===== config.mk =====
export PLATFORM = sky130hd
export DESIGN_NAME = fetch_frontend
export DESIGN_NICKNAME = d
export VERILOG_FILES = /design/src/hdl/frontend_pkg.sv /design/src/hdl/fetch_frontend.sv /design/src/hdl/fetch_buffer.sv /design/src/hdl/fetch_pipe.sv /design/src/hdl/fetch_pc_gen.sv /design/src/hdl/trap_target.sv
export SDC_FILE = /design/constraint.sdc
export NUM_CORES = 1
export LEC_CHECK = 0
export ABC_AREA = 1
export BUFFER_PORTS_ARGS = -buffer_cell sky130_fd_sc_hd__buf_2
export CAP_MARGIN = 20
export CELL_PAD_IN_SITES_DETAIL_PLACEMENT = 2
export CELL_PAD_IN_SITES_GLOBAL_PLACEMENT = 2
export CORE_ASPECT_RATIO = 0.7
export CORE_MARGIN = 3
export CORE_UTILIZATION = 34
export DETAILED_ROUTE_END_ITERATION = 10
export GPL_ROUTABILITY_DRIVEN = 0
export PLACE_DENSITY_LB_ADDON = 0.1
export SETUP_SLACK_MARGIN = 0.4
export SLEW_MARGIN = 10
export SYNTH_ARGS = -nofsm -noshare
export SYNTH_HDL_FRONTEND = slang
export SYNTH_SLANG_ARGS = --single-unit

===== constraint.sdc =====
create_clock -name i_clk -period 5.96 [get_ports i_clk]
set_input_delay 0 -clock i_clk [delete_from_list [all_inputs] [get_ports i_clk]]
set_output_delay 0 -clock i_clk [all_outputs]
set_load 0.03 [all_outputs]

===== src/hdl/frontend_pkg.sv =====
// shared widths and constants of the fetch front end
// commit and interrupt cause encodings
// packed structs for commit, csr, branch, cache and buffer traffic

`default_nettype none

package frontend_pkg;

  // ==========================================================================
  // widths and constants
  // ==========================================================================

  // csr and address width
  localparam int XLEN_W = 32;

  typedef logic [XLEN_W-1:0] vaddr_t;

  // fetch block size in bytes
  localparam int FETCH_BYTES = 8;
  // byte offset bits inside a fetch block
  localparam int FETCH_OFFS_W = $clog2(FETCH_BYTES);

  typedef logic [FETCH_BYTES*8-1:0] fetch_data_t;

  // reset vector
  localparam vaddr_t PC_INIT_VAL = 32'h8000_0000;

  // fetch buffer geometry
  localparam int FBUF_DEPTH = 4;
  localparam int FBUF_PTR_W = $clog2(FBUF_DEPTH);
  // count needs one more bit to hold the full value
  localparam int FBUF_CNT_W = FBUF_PTR_W + 1;

  // ==========================================================================
  // cause codes
  // ==========================================================================

  // exception codes match their medeleg bit index
  typedef enum logic [4:0] {
    INST_ADDR_MISALIGN = 5'd0,
    INST_ACC_FAULT     = 5'd1,
    ILLEGAL_INST       = 5'd2,
    BREAKPOINT         = 5'd3,
    ECALL_U            = 5'd8,
    ECALL_S            = 5'd9,
    ECALL_M            = 5'd11,
    INST_PAGE_FAULT    = 5'd12,
    SILENT_FLUSH       = 5'd16,
    ANOTHER_FLUSH      = 5'd17,
    MRET               = 5'd18,
    SRET               = 5'd19
  } except_t;

  typedef enum logic [3:0] {
    SUPER_SOFT_INT       = 4'd1,
    MACHINE_SOFT_INT     = 4'd3,
    SUPER_TIMER_INT      = 4'd5,
    MACHINE_TIMER_INT    = 4'd7,
    SUPER_EXTERNAL_INT   = 4'd9,
    MACHINE_EXTERNAL_INT = 4'd11
  } int_cause_t;

  // ==========================================================================
  // packed structs
  // ==========================================================================

  // commit side redirect request
  typedef struct packed {
    logic       flush;
    logic       is_int;
    except_t    except_type;
    int_cause_t int_cause;
    vaddr_t     epc;
  } commit_t;

  // trap vectors and return addresses
  typedef struct packed {
    vaddr_t      mtvec;
    vaddr_t      stvec;
    vaddr_t      mepc;
    vaddr_t      sepc;
    logic [15:0] medeleg;
  } csr_vec_t;

  // resolved branch
  typedef struct packed {
    logic   valid;
    logic   mispredict;
    vaddr_t target;
  } br_upd_t;

  // icache request at f0
  typedef struct packed {
    logic   valid;
    vaddr_t vaddr;
  } ic_req_t;

  // icache response at f2, miss carries no data
  typedef struct packed {
    logic        valid;
    logic        miss;
    fetch_data_t data;
  } ic_resp_t;

  // one buffered fetch block
  typedef struct packed {
    vaddr_t      pc;
    fetch_data_t data;
  } fetch_entry_t;

endpackage

`default_nettype wire

===== src/hdl/fetch_frontend.sv =====
// fetch front end top level
// redirect target, f0 pc, f1/f2 pipe and fetch buffer

`timescale 1ns/1ps
`default_nettype none

module fetch_frontend
  import frontend_pkg::*;
(
  input  wire               i_clk,
  input  wire               i_reset_n,
  // redirect sources
  input  wire commit_t      i_commit,
  input  wire csr_vec_t     i_csr,
  input  wire br_upd_t      i_br_upd,
  // icache
  input  wire               i_ic_ready,
  output ic_req_t           o_ic_req,
  input  wire ic_resp_t     i_ic_resp,
  // decode side
  input  wire               i_fetch_ready,
  output logic              o_fetch_valid,
  output fetch_entry_t      o_fetch
);

  logic         w_flush_valid;
  vaddr_t       w_flush_target;
  logic         w_refetch_valid;
  vaddr_t       w_refetch_vaddr;
  logic         w_f0_issue;
  logic         w_push;
  fetch_entry_t w_push_entry;
  logic         w_buf_full;

  // ==========================================================================
  // redirect
  // ==========================================================================

  trap_target trap_target_i (
    .i_commit       (i_commit),
    .i_csr          (i_csr),
    .i_br_upd       (i_br_upd),
    .o_flush_valid  (w_flush_valid),
    .o_flush_target (w_flush_target)
  );

  // ==========================================================================
  // fetch pipeline
  // ==========================================================================

  fetch_pc_gen fetch_pc_gen_i (
    .i_clk           (i_clk),
    .i_reset_n       (i_reset_n),
    .i_flush_valid   (w_flush_valid),
    .i_flush_target  (w_flush_target),
    .i_refetch_valid (w_refetch_valid),
    .i_refetch_vaddr (w_refetch_vaddr),
    .i_ic_ready      (i_ic_ready),
    .o_ic_req        (o_ic_req),
    .o_f0_issue      (w_f0_issue)
  );

  // f0 address comes straight off the request
  fetch_pipe fetch_pipe_i (
    .i_clk           (i_clk),
    .i_reset_n       (i_reset_n),
    .i_f0_issue      (w_f0_issue),
    .i_f0_vaddr      (o_ic_req.vaddr),
    .i_flush_valid   (w_flush_valid),
    .i_ic_resp       (i_ic_resp),
    .i_buf_full      (w_buf_full),
    .o_refetch_valid (w_refetch_valid),
    .o_refetch_vaddr (w_refetch_vaddr),
    .o_push          (w_push),
    .o_push_entry    (w_push_entry)
  );

  fetch_buffer fetch_buffer_i (
    .i_clk          (i_clk),
    .i_reset_n      (i_reset_n),
    .i_flush_valid  (w_flush_valid),
    .i_push         (w_push),
    .i_push_entry   (w_push_entry),
    .o_full         (w_buf_full),
    .i_fetch_ready  (i_fetch_ready),
    .o_fetch_valid  (o_fetch_valid),
    .o_fetch        (o_fetch)
  );

endmodule

`default_nettype wire


===== src/hdl/fetch_buffer.sv =====
// fetch block FIFO with flush
// valid/ready output toward decode

`timescale 1ns/1ps
`default_nettype none

module fetch_buffer
  import frontend_pkg::*;
(
  input  wire                i_clk,
  input  wire                i_reset_n,
  input  wire                i_flush_valid,
  // write side from f2
  input  wire                i_push,
  input  wire fetch_entry_t  i_push_entry,
  output logic               o_full,
  // read side
  input  wire                i_fetch_ready,
  output logic               o_fetch_valid,
  output fetch_entry_t       o_fetch
);

  fetch_entry_t          r_mem [FBUF_DEPTH];
  logic [FBUF_PTR_W-1:0] r_wr_ptr;
  logic [FBUF_PTR_W-1:0] r_rd_ptr;
  logic [FBUF_CNT_W-1:0] r_count;
  logic                  w_pop;

  assign o_full        = (r_count == FBUF_CNT_W'(FBUF_DEPTH));
  assign o_fetch_valid = (r_count != '0);
  assign o_fetch       = r_mem[r_rd_ptr];
  assign w_pop         = o_fetch_valid & i_fetch_ready;

  // storage
  always_ff @(posedge i_clk) begin
    if (i_push) begin
      r_mem[r_wr_ptr] <= i_push_entry;
    end
  end

  // pointers wrap on power of two depth
  always_ff @(posedge i_clk or negedge i_reset_n) begin
    if (!i_reset_n) begin
      r_wr_ptr <= '0;
      r_rd_ptr <= '0;
      r_count  <= '0;
    end else if (i_flush_valid) begin
      // everything fetched before a redirect is dead
      r_wr_ptr <= '0;
      r_rd_ptr <= '0;
      r_count  <= '0;
    end else begin
      if (i_push) begin
        r_wr_ptr <= r_wr_ptr + 1'b1;
      end
      if (w_pop) begin
        r_rd_ptr <= r_rd_ptr + 1'b1;
      end
      r_count <= r_count + FBUF_CNT_W'(i_push) - FBUF_CNT_W'(w_pop);
    end
  end

  // the pipe must retry instead of pushing into a full buffer
  a_no_push_full : assert property (
    @(posedge i_clk) disable iff (!i_reset_n) i_push |-> !o_full)
    else $error("push into full fetch buffer");

  a_count_range : assert property (
    @(posedge i_clk) disable iff (!i_reset_n) r_count <= FBUF_CNT_W'(FBUF_DEPTH))
    else $error("fetch buffer count overflow");

endmodule

`default_nettype wire


===== src/hdl/fetch_pipe.sv =====
// f1 and f2 stage registers with per-stage clear bits
// miss and full-buffer refetch detection, buffer push at f2

`timescale 1ns/1ps
`default_nettype none

module fetch_pipe
  import frontend_pkg::*;
(
  input  wire             i_clk,
  input  wire             i_reset_n,
  // accepted request from f0
  input  wire             i_f0_issue,
  input  wire vaddr_t     i_f0_vaddr,
  input  wire             i_flush_valid,
  // icache answer for the f2 request
  input  wire ic_resp_t   i_ic_resp,
  input  wire             i_buf_full,
  output logic            o_refetch_valid,
  output vaddr_t          o_refetch_vaddr,
  output logic            o_push,
  output fetch_entry_t    o_push_entry
);

  // ==========================================================================
  // stage registers
  // ==========================================================================

  logic   r_f1_valid;
  logic   r_f1_clear;
  vaddr_t r_f1_vaddr;

  logic   r_f2_valid;
  logic   r_f2_clear;
  vaddr_t r_f2_vaddr;

  logic   w_f2_live;
  logic   w_f2_hit;
  logic   w_kill;

  // f2 block still wanted
  assign w_f2_live = r_f2_valid & ~r_f2_clear;
  // data came back
  assign w_f2_hit  = i_ic_resp.valid & ~i_ic_resp.miss;

  // push needs data and room; a flush drops it
  assign o_push = w_f2_live & w_f2_hit & ~i_buf_full & ~i_flush_valid;

  // anything live that was not pushed goes again
  assign o_refetch_valid = w_f2_live & ~i_flush_valid & ~(w_f2_hit & ~i_buf_full);
  assign o_refetch_vaddr = r_f2_vaddr;

  assign o_push_entry.pc   = r_f2_vaddr;
  assign o_push_entry.data = i_ic_resp.data;

  // younger requests in flight are stale after any redirect
  assign w_kill = i_flush_valid | o_refetch_valid;

  // control state
  always_ff @(posedge i_clk or negedge i_reset_n) begin
    if (!i_reset_n) begin
      r_f1_valid <= 1'b0;
      r_f1_clear <= 1'b0;
      r_f2_valid <= 1'b0;
      r_f2_clear <= 1'b0;
    end else begin
      r_f1_valid <= i_f0_issue;
      r_f1_clear <= w_kill;
      // f2 stays valid even when cleared, the cache still answers
      r_f2_valid <= r_f1_valid;
      r_f2_clear <= r_f1_clear | w_kill;
    end
  end

  // addresses ride along
  always_ff @(posedge i_clk) begin
    r_f1_vaddr <= i_f0_vaddr;
    r_f2_vaddr <= r_f1_vaddr;
  end

  // ==========================================================================
  // checks
  // ==========================================================================

  // cache answers only for a request two cycles back
  a_resp_aligned : assert property (
    @(posedge i_clk) disable iff (!i_reset_n)
      i_ic_resp.valid |-> r_f2_valid)
    else $error("icache response without an f2 request");

endmodule

`default_nettype wire


===== src/hdl/fetch_pc_gen.sv =====
// f0 program counter register and next fetch address priority
// icache request generation and issue strobe

`timescale 1ns/1ps
`default_nettype none

module fetch_pc_gen
  import frontend_pkg::*;
(
  input  wire           i_clk,
  input  wire           i_reset_n,
  // redirect from commit or branch
  input  wire           i_flush_valid,
  input  wire vaddr_t   i_flush_target,
  // retry of the f2 block
  input  wire           i_refetch_valid,
  input  wire vaddr_t   i_refetch_vaddr,
  // icache request port
  input  wire           i_ic_ready,
  output ic_req_t       o_ic_req,
  output logic          o_f0_issue
);

  // ==========================================================================
  // f0 state
  // ==========================================================================

  logic   r_f0_valid;
  vaddr_t r_f0_vaddr;
  vaddr_t w_f0_vaddr_next;
  vaddr_t w_f0_seq_vaddr;
  logic   w_req_accept;

  // no request while the front end is being redirected
  assign o_ic_req.valid = r_f0_valid & ~i_flush_valid & ~i_refetch_valid;
  assign o_ic_req.vaddr = r_f0_vaddr;

  assign w_req_accept = o_ic_req.valid & i_ic_ready;
  assign o_f0_issue   = w_req_accept;

  // next block: align down then step one block
  assign w_f0_seq_vaddr = {r_f0_vaddr[XLEN_W-1:FETCH_OFFS_W], {FETCH_OFFS_W{1'b0}}} +
                          vaddr_t'(FETCH_BYTES);

  // ==========================================================================
  // next address priority
  // ==========================================================================

  always_comb begin
    if (i_flush_valid) begin
      w_f0_vaddr_next = i_flush_target;
    end else if (i_refetch_valid) begin
      // miss or full buffer, go back to f2
      w_f0_vaddr_next = i_refetch_vaddr;
    end else if (!w_req_accept) begin
      // also covers the idle cycle right after reset
      w_f0_vaddr_next = r_f0_vaddr;
    end else begin
      w_f0_vaddr_next = w_f0_seq_vaddr;
    end
  end

  always_ff @(posedge i_clk or negedge i_reset_n) begin
    if (!i_reset_n) begin
      r_f0_valid <= 1'b0;
      r_f0_vaddr <= PC_INIT_VAL;
    end else begin
      // requests start one cycle out of reset
      r_f0_valid <= 1'b1;
      r_f0_vaddr <= w_f0_vaddr_next;
    end
  end

  // ==========================================================================
  // checks
  // ==========================================================================

  // a stalled request keeps its address until it is accepted or withdrawn
  property p_req_hold;
    @(posedge i_clk) disable iff (!i_reset_n)
      (o_ic_req.valid && !i_ic_ready) |=> (!o_ic_req.valid || $stable(o_ic_req.vaddr));
  endproperty

  a_req_hold : assert property (p_req_hold)
    else $error("f0 request address changed while stalled");

endmodule

`default_nettype wire


===== src/hdl/trap_target.sv =====
// redirect target selection for commit flushes and branch mispredicts
// interrupt, exception, return and flush vectors from csr inputs

`timescale 1ns/1ps
`default_nettype none

module trap_target
  import frontend_pkg::*;
(
  input  wire commit_t  i_commit,
  input  wire csr_vec_t i_csr,
  input  wire br_upd_t  i_br_upd,
  output logic          o_flush_valid,
  output vaddr_t        o_flush_target
);

  logic        w_commit_flush;
  logic        w_br_flush;
  logic [4:0]  w_code;
  vaddr_t      w_int_target;
  vaddr_t      w_commit_target;

  assign w_commit_flush = i_commit.flush;
  // mispredict only counts on a resolved branch
  assign w_br_flush     = i_br_upd.valid & i_br_upd.mispredict;
  assign o_flush_valid  = w_commit_flush | w_br_flush;

  // raw cause bits, low nibble indexes medeleg
  assign w_code = i_commit.except_type;

  // mtvec with mode bit dropped, plus 4 * cause
  assign w_int_target = {i_csr.mtvec[XLEN_W-1:1], 1'b0} +
                        vaddr_t'({i_commit.int_cause, 2'b00});

  always_comb begin
    if (i_commit.is_int) begin
      w_commit_target = w_int_target;
    end else begin
      case (i_commit.except_type)
        SILENT_FLUSH  : w_commit_target = i_commit.epc + vaddr_t'(4);
        ANOTHER_FLUSH : w_commit_target = i_commit.epc;
        MRET          : w_commit_target = i_csr.mepc;
        SRET          : w_commit_target = i_csr.sepc;
        // each exception checks its own delegation bit
        INST_ADDR_MISALIGN, INST_ACC_FAULT, ILLEGAL_INST, BREAKPOINT,
        ECALL_U, ECALL_S, ECALL_M, INST_PAGE_FAULT : begin
          w_commit_target = i_csr.medeleg[w_code[3:0]] ? i_csr.stvec : i_csr.mtvec;
        end
        default       : w_commit_target = i_csr.mtvec;
      endcase
    end
  end

  // commit beats a same-cycle mispredict
  assign o_flush_target = w_commit_flush ? w_commit_target : i_br_upd.target;

  // commit kinds this front end knows how to vector
  always_comb begin
    if (i_commit.flush && !i_commit.is_int) begin
      assert (i_commit.except_type inside {INST_ADDR_MISALIGN, INST_ACC_FAULT,
                                           ILLEGAL_INST, BREAKPOINT, ECALL_U,
                                           ECALL_S, ECALL_M, INST_PAGE_FAULT,
                                           SILENT_FLUSH, ANOTHER_FLUSH, MRET, SRET})
        else $error("unsupported commit flush kind %0d", w_code);
    end
  end

endmodule

`default_nettype wire


# == Word level (Yosys, flattened, before mapping) ==
# Memories as Yosys holds them, arrays and structs flattened.
# Index checks and enable logic that the tools add are counted.
# word_totals
elab_cells,76
ramBits,384
reg_bits,108
memories,1
input_bits,291
output_inout_bits,130
# mem_list
memory,words,width,rd,rd_clocked_by_memory_dff,wr,line_no,rtl
fetch_buffer_i.r_mem,4,96,1,0,1,fetch_buffer.sv:23,fetch_entry_t r_mem [FBUF_DEPTH];
# classes
n_addsub,7
n_mux,16
bitwise_logic,22
eq_ne,12
magnitude_cmp,1
n_reduce_logical,6
# ops
cell,n
$mux W32,6
$pmux W32 S5,1
$add A32 B3 Y32 const B,1
$add A32 B4 Y32 const B,1
$add A32 B6 Y32,1
$eq A5 B4 Y1 const B,4
$eq A5 B5 Y1 const B,4
$and A1 B1 Y1,13
$eq A5 B2 Y1 const B,2
$mux W2,4
$reduce_or A8 Y1,1
$not A1 Y1,6
$reduce_bool A3 Y1,2
$eq A5 B1 Y1 const B,1
$logic_not A5 Y1,1
$lt A4 B5 Y1 const B,1
$add A2 B1 Y2 const B,2
$bmux W1 S4,1
$reduce_bool A2 Y1,2
$add A3 B1 Y3,1
$eq A3 B3 Y1 const B,1
$mux W1,3
$mux W3,1
$or A1 B1 Y1,3
$sub A3 B1 Y3,1

# == Depth between registers and ports, before layout ==
# logic_depth
word_depth,11
depth_mapped,18

# == Modules after synthesis ==
# From an unflattened synthesis, not the netlist that was laid out.
# unflattened
cells_unflattened,2466
area_unflattened_um2,23533.8
# modules_own_cells
mod,cells_each,instances,area_per_inst_um2
fetch_buffer,987,1,14582.7
trap_target,923,1,4241.6
fetch_pc_gen,380,1,2526.2
fetch_pipe,176,1,2183.3

# == Worst setup path after synthesis ==
# No wires, ideal clock.
# synth_path
path_kind,register -> register
from,register fetch_buffer_i.r_count[1]
to,"memory fetch_buffer_i.r_mem[0][0] in the netlist's numbering, enable pin"
path_stages_with_launch,7
n_path_buf,0
setup_slack_ns,0.495
required_time_ns,5.408
arrival_ns,4.913
setup_ns,0.552
cell_sequence,dfrtp_1 nor2_1 nand2_1 nand3b_1 nor2_1 nand2_1 nor2_1
# synth_via
elab_chain_cells,6
# synth_rtl
item,line_no,rtl
"start, declared",fetch_buffer.sv:26,logic [FBUF_CNT_W-1:0] r_count;
"start signal, assigned",fetch_buffer.sv:59,r_count <= r_count + FBUF_CNT_W'(i_push) - FBUF_CNT_W'(w_pop);
$eq A3 B3 Y1,fetch_buffer.sv:29,assign o_full = (r_count == FBUF_CNT_W'(FBUF_DEPTH));
$not A1 Y1,fetch_pipe.sv:47,assign o_push = w_f2_live & w_f2_hit & ~i_buf_full & ~i_flush_valid;
$and A1 B1 Y1 (2 in series),fetch_pipe.sv:47,
$mux W1,fetch_buffer.sv:36,if (i_push) begin
$mux W1 (implied by the code),fetch_buffer.sv:37,r_mem[r_wr_ptr] <= i_push_entry;
"end, declared",fetch_buffer.sv:23,
# Every way passes these cells.

# == Worst setup path after layout ==
# layout_path
from,input i_commit[42] in the netlist's numbering
to,register fetch_pc_gen_i.r_f0_vaddr[1]
# layout_via
elab_chain_cells,8
word_cells_on_any_way,12
classes_between,3 x mux; 8 x bitwise; 1 x reduce/logical
# layout_rtl
item,line_no,rtl
"start, declared",fetch_frontend.sv:13,"input wire commit_t i_commit,"
$or A1 B1 Y1,trap_target.sv:26,assign o_flush_valid = w_commit_flush | w_br_flush;
$not A1 Y1,"fetch_pipe.sv:50, fetch_pc_gen.sv:35",
$and A1 B1 Y1 (2 in series),fetch_pipe.sv:50,assign o_refetch_valid = w_f2_live & ~i_flush_valid & ~(w_f2_hit & ~i_buf_full);
$not A1 Y1,fetch_pc_gen.sv:35,assign o_ic_req.valid = r_f0_valid & ~i_flush_valid & ~i_refetch_valid;
$and A1 B1 Y1,fetch_pc_gen.sv:35,
$and A1 B1 Y1,fetch_pc_gen.sv:38,assign w_req_accept = o_ic_req.valid & i_ic_ready;
$reduce_bool A3 Y1 (no source line),n/a,
"end signal, assigned",fetch_pc_gen.sv:70,r_f0_vaddr <= w_f0_vaddr_next;
"end, declared",fetch_pc_gen.sv:29,vaddr_t r_f0_vaddr;
# Several ways; a longest one is shown, not always the timed one.
# A chain may end at the register's enable or synchronous reset.

==> metrics.cfg <==
[status]
run_status = completed

[worst_setup_path]
crit_chain = buf_2 -> inv_2 -> nand2_2 -> nor2_1 -> nand2_2 -> inv_2 -> nor2_1 -> o21ai_2 -> buf_4 -> inv_2 -> a211oi_1 -> a21oi_1 -> dlygate4sd3_1
cpMostUsedCell = inv_2
path_max_fanout = 33
critPathRequiredTime_ps = 6410
endpoint_kind = register
cp.arrival_ps = 4040
max_stage_delay_ps = 580
crit_path_top_delay_cell = dlygate4sd3_1
startpoint_type = input port
crit_type = input port to register

[cts]
clock_path_buffers = 3
ctsResizeCount = 0
root_buffer = clkbuf_16
clock_sinks = 492
cts_buffers = 44
ctsHtreeMaxLevel = 2
clk_latency_ps = 570
cts_tree = done
clk_pin_slew_worst_paths_ps = 70

[drt]
wl_um = 97700
avgViaCountPerCell = 5.36
drc_errors = 0
drt_iter0_markers = 1903
antenna_left = 0
num_vias = 20300
dr.pass1.iters = 5
routedWlPerCell_um = 25.7

[synth]
yosysTopAreaCell = edfxtp_1
synth_top_area_share_pct = 50.7
syn_avg_cell_area_um2 = 9.50
seq_area_frac_synth_pct = 61.1
syn_nets = 2701
synth_area_mm2 = 0.0228
yosys_most_used_dff = edfxtp_1
synth_edf_count = 384
synthCells = 2396
synth_area_leaders = edfxtp_1 (51%), nand2_1 (7.5%), nor2_1 (6.0%)
netlist-cell-type-count = 51
ys_ff_latch = 492
async_flop_share_pct = 8.94
ys_warn_count = 0

[timing]
slew_viol_final = 0
rsz0062_at_grt = false
fin_tns_setup_ps = 0
finalCritPeriodShare_pct = 60.3
finalSetupViolations = 0
max_freq_mhz = 278
worst_pin_slew_ps = 1080
fin_crit_ps = 3590
skew_ps = 23.0
worst_slew_margin_rel_pct = 28.2
hold_viol_final = 0

[grt]
first_global_vias = 21800
grt_overflow = 0
grt_first_pass_wirelength_um = 144000
track_usage_pct = 27.3
antenna_found_initial = 3
grt_max_degree = 141

[job]
drv_cap = 0

[floorplanning]
die_x_um = 315
die_h_um = 222
pin_count = 421
initial_core_util_pct = 34.8
core-area_mm2 = 0.0655
row_count = 78
die-area_mm2 = 0.0701

[layout]
layout_common_cells = nand2_1 (452), buf_2 (420), edfxtp_1 (384)
seqCellArea_mm2 = 0.0139
drive_gt1_share_pct = 19.3
final_util_pct = 43.3
area_growth_syn_to_layout_pct = 24.5
final_common_cell = nand2_1
nNetsFinal = 3186
n_fill_cell = 7126
multi_input_area_mm2 = 0.00772
finish.instance_area_mm2 = 0.0283

[placement]
hpwl_um = 70300
port_buffers = 420
placed_area_mm2 = 0.0257

[power_and_ir_drop]
powerDensity_mw_per_mm2 = 315
ir_drop_mv = 0.230
cellLeakagePower_nw = 11.3
total_power_w = 0.00893

[worst_hold_path]
min_path_type = input port to register

-- critical path, delay by kind of cell --
family,cells,cell delay [ps]
AO/OA/AOI/OAI,3,650
AND/OR/NAND/NOR,4,900
buffers and inverters,6,2420
-- flip-flops by register name, summed over array words and instances (netlist names) --
name                          count
fetch_pipe_i.r_f1_valid           1
fetch_buffer_i.r_rd_ptr           2
fetch_pipe_i.r_f1_vaddr          32
fetch_buffer_i.r_count            3
fetch_buffer_i.r_wr_ptr           2
fetch_pipe_i.o_refetch_vaddr     32
fetch_pipe_i.r_f2_valid           1
fetch_buffer_i.r_mem            384
fetch_pc_gen_i.r_f0_vaddr        32
fetch_pc_gen_i.r_f0_valid         1
fetch_pipe_i.r_f1_clear           1
fetch_pipe_i.r_f2_clear           1
-- logic make-up (layout without fill, tap and decap cells) --
logic type / Yosys count / after routing / share of synthesized area [%]
other cells: 1 / 2 / 0.0165
flops: 492 / 492 / 61.1
simple gates: 1085 / 1085 / 20.0
compound gates: 488 / 488 / 11.8
xor+xnor: 27 / 27 / 1.04
fa+ha+maj: 14 / 14 / 0.836
buf+inv: 289 / 810 / 5.10
-- final cells by class --
cell class | instances | area share (%)
Clock inverter | 28 | 1.06
Multi-Input combinational cell | 1615 | 27.2
Inverter | 174 | 2.33
Clock buffer | 54 | 4.17
Timing Repair Buffer | 554 | 12.2
Antenna cell | 1 | 0.00883
Sequential cell | 492 | 49.1
Tap cell | 880 | 3.89
-- routing by layer --
layer	GRT usage [%]	vias up	share of wire, %
met2	44.0	594	47
met5	0	-	0.018
li1	-	9259	-
met4	5.29	4	2.1
met3	4.65	106	6.1
met1	38.9	10400	45
-- Yosys cell counts, types with 22 or more instances --
master / number
o22ai_1: 98
xor2_1: 22
nand3_1: 154
nor3_1: 38
a21oi_1: 86
clkbuf_1: 79
nor2_1: 365
edfxtp_1: 384
nand4_1: 32
dfrtp_1: 43
dfxtp_1: 64
nand2_1: 452
inv_1: 165
o21ai_0: 241
-- where the power goes --
part           switching, W  internal [W]
clock network       0.00131       0.00168
registers          0.000217       0.00386
logic               0.00134      0.000530
total               0.00286       0.00607
-- worst paths after layout --
check,slack [ps],cells after the start,end,from
worst min-delay path,20,6,fetch_pc_gen_i.r_f0_vaddr[21],i_csr[133]
min in group asynchronous,80,3,fetch_buffer_i.r_wr_ptr[0],i_reset_n
worst min register to register,310,0,fetch_pipe_i.o_refetch_vaddr[14],fetch_pipe_i.r_f1_vaddr[14]
max in group asynchronous,5390,3,fetch_buffer_i.r_rd_ptr[0],i_reset_n
worst max-delay path,2370,13,fetch_pc_gen_i.r_f0_vaddr[1],i_commit[42]
worst max register to register,2380,10,fetch_pc_gen_i.r_f0_vaddr[12],fetch_pc_gen_i.r_f0_vaddr[11]
-- through the flow --
step	instances	hold WS, ps	setup WS [ps]
6_report	3798	20.4	2370
5_1_grt	3797	58.1	2000
3_3_place_gp	3599	136	2570
2_1_floorplan	2396	-296	495
4_1_cts	3797	1.17	2420
3_5_place_dp	3600	138	2350
-- timing repair --
| item | 4_1_cts | 5_1_grt |
|---|---|---|
| hold buffers | 115 | 0 |
| buffers inserted | 0 | 0 |
| hold endpoints to repair | 335 | 0 |
No activity file was read; power rests on OpenSTA's default activity.
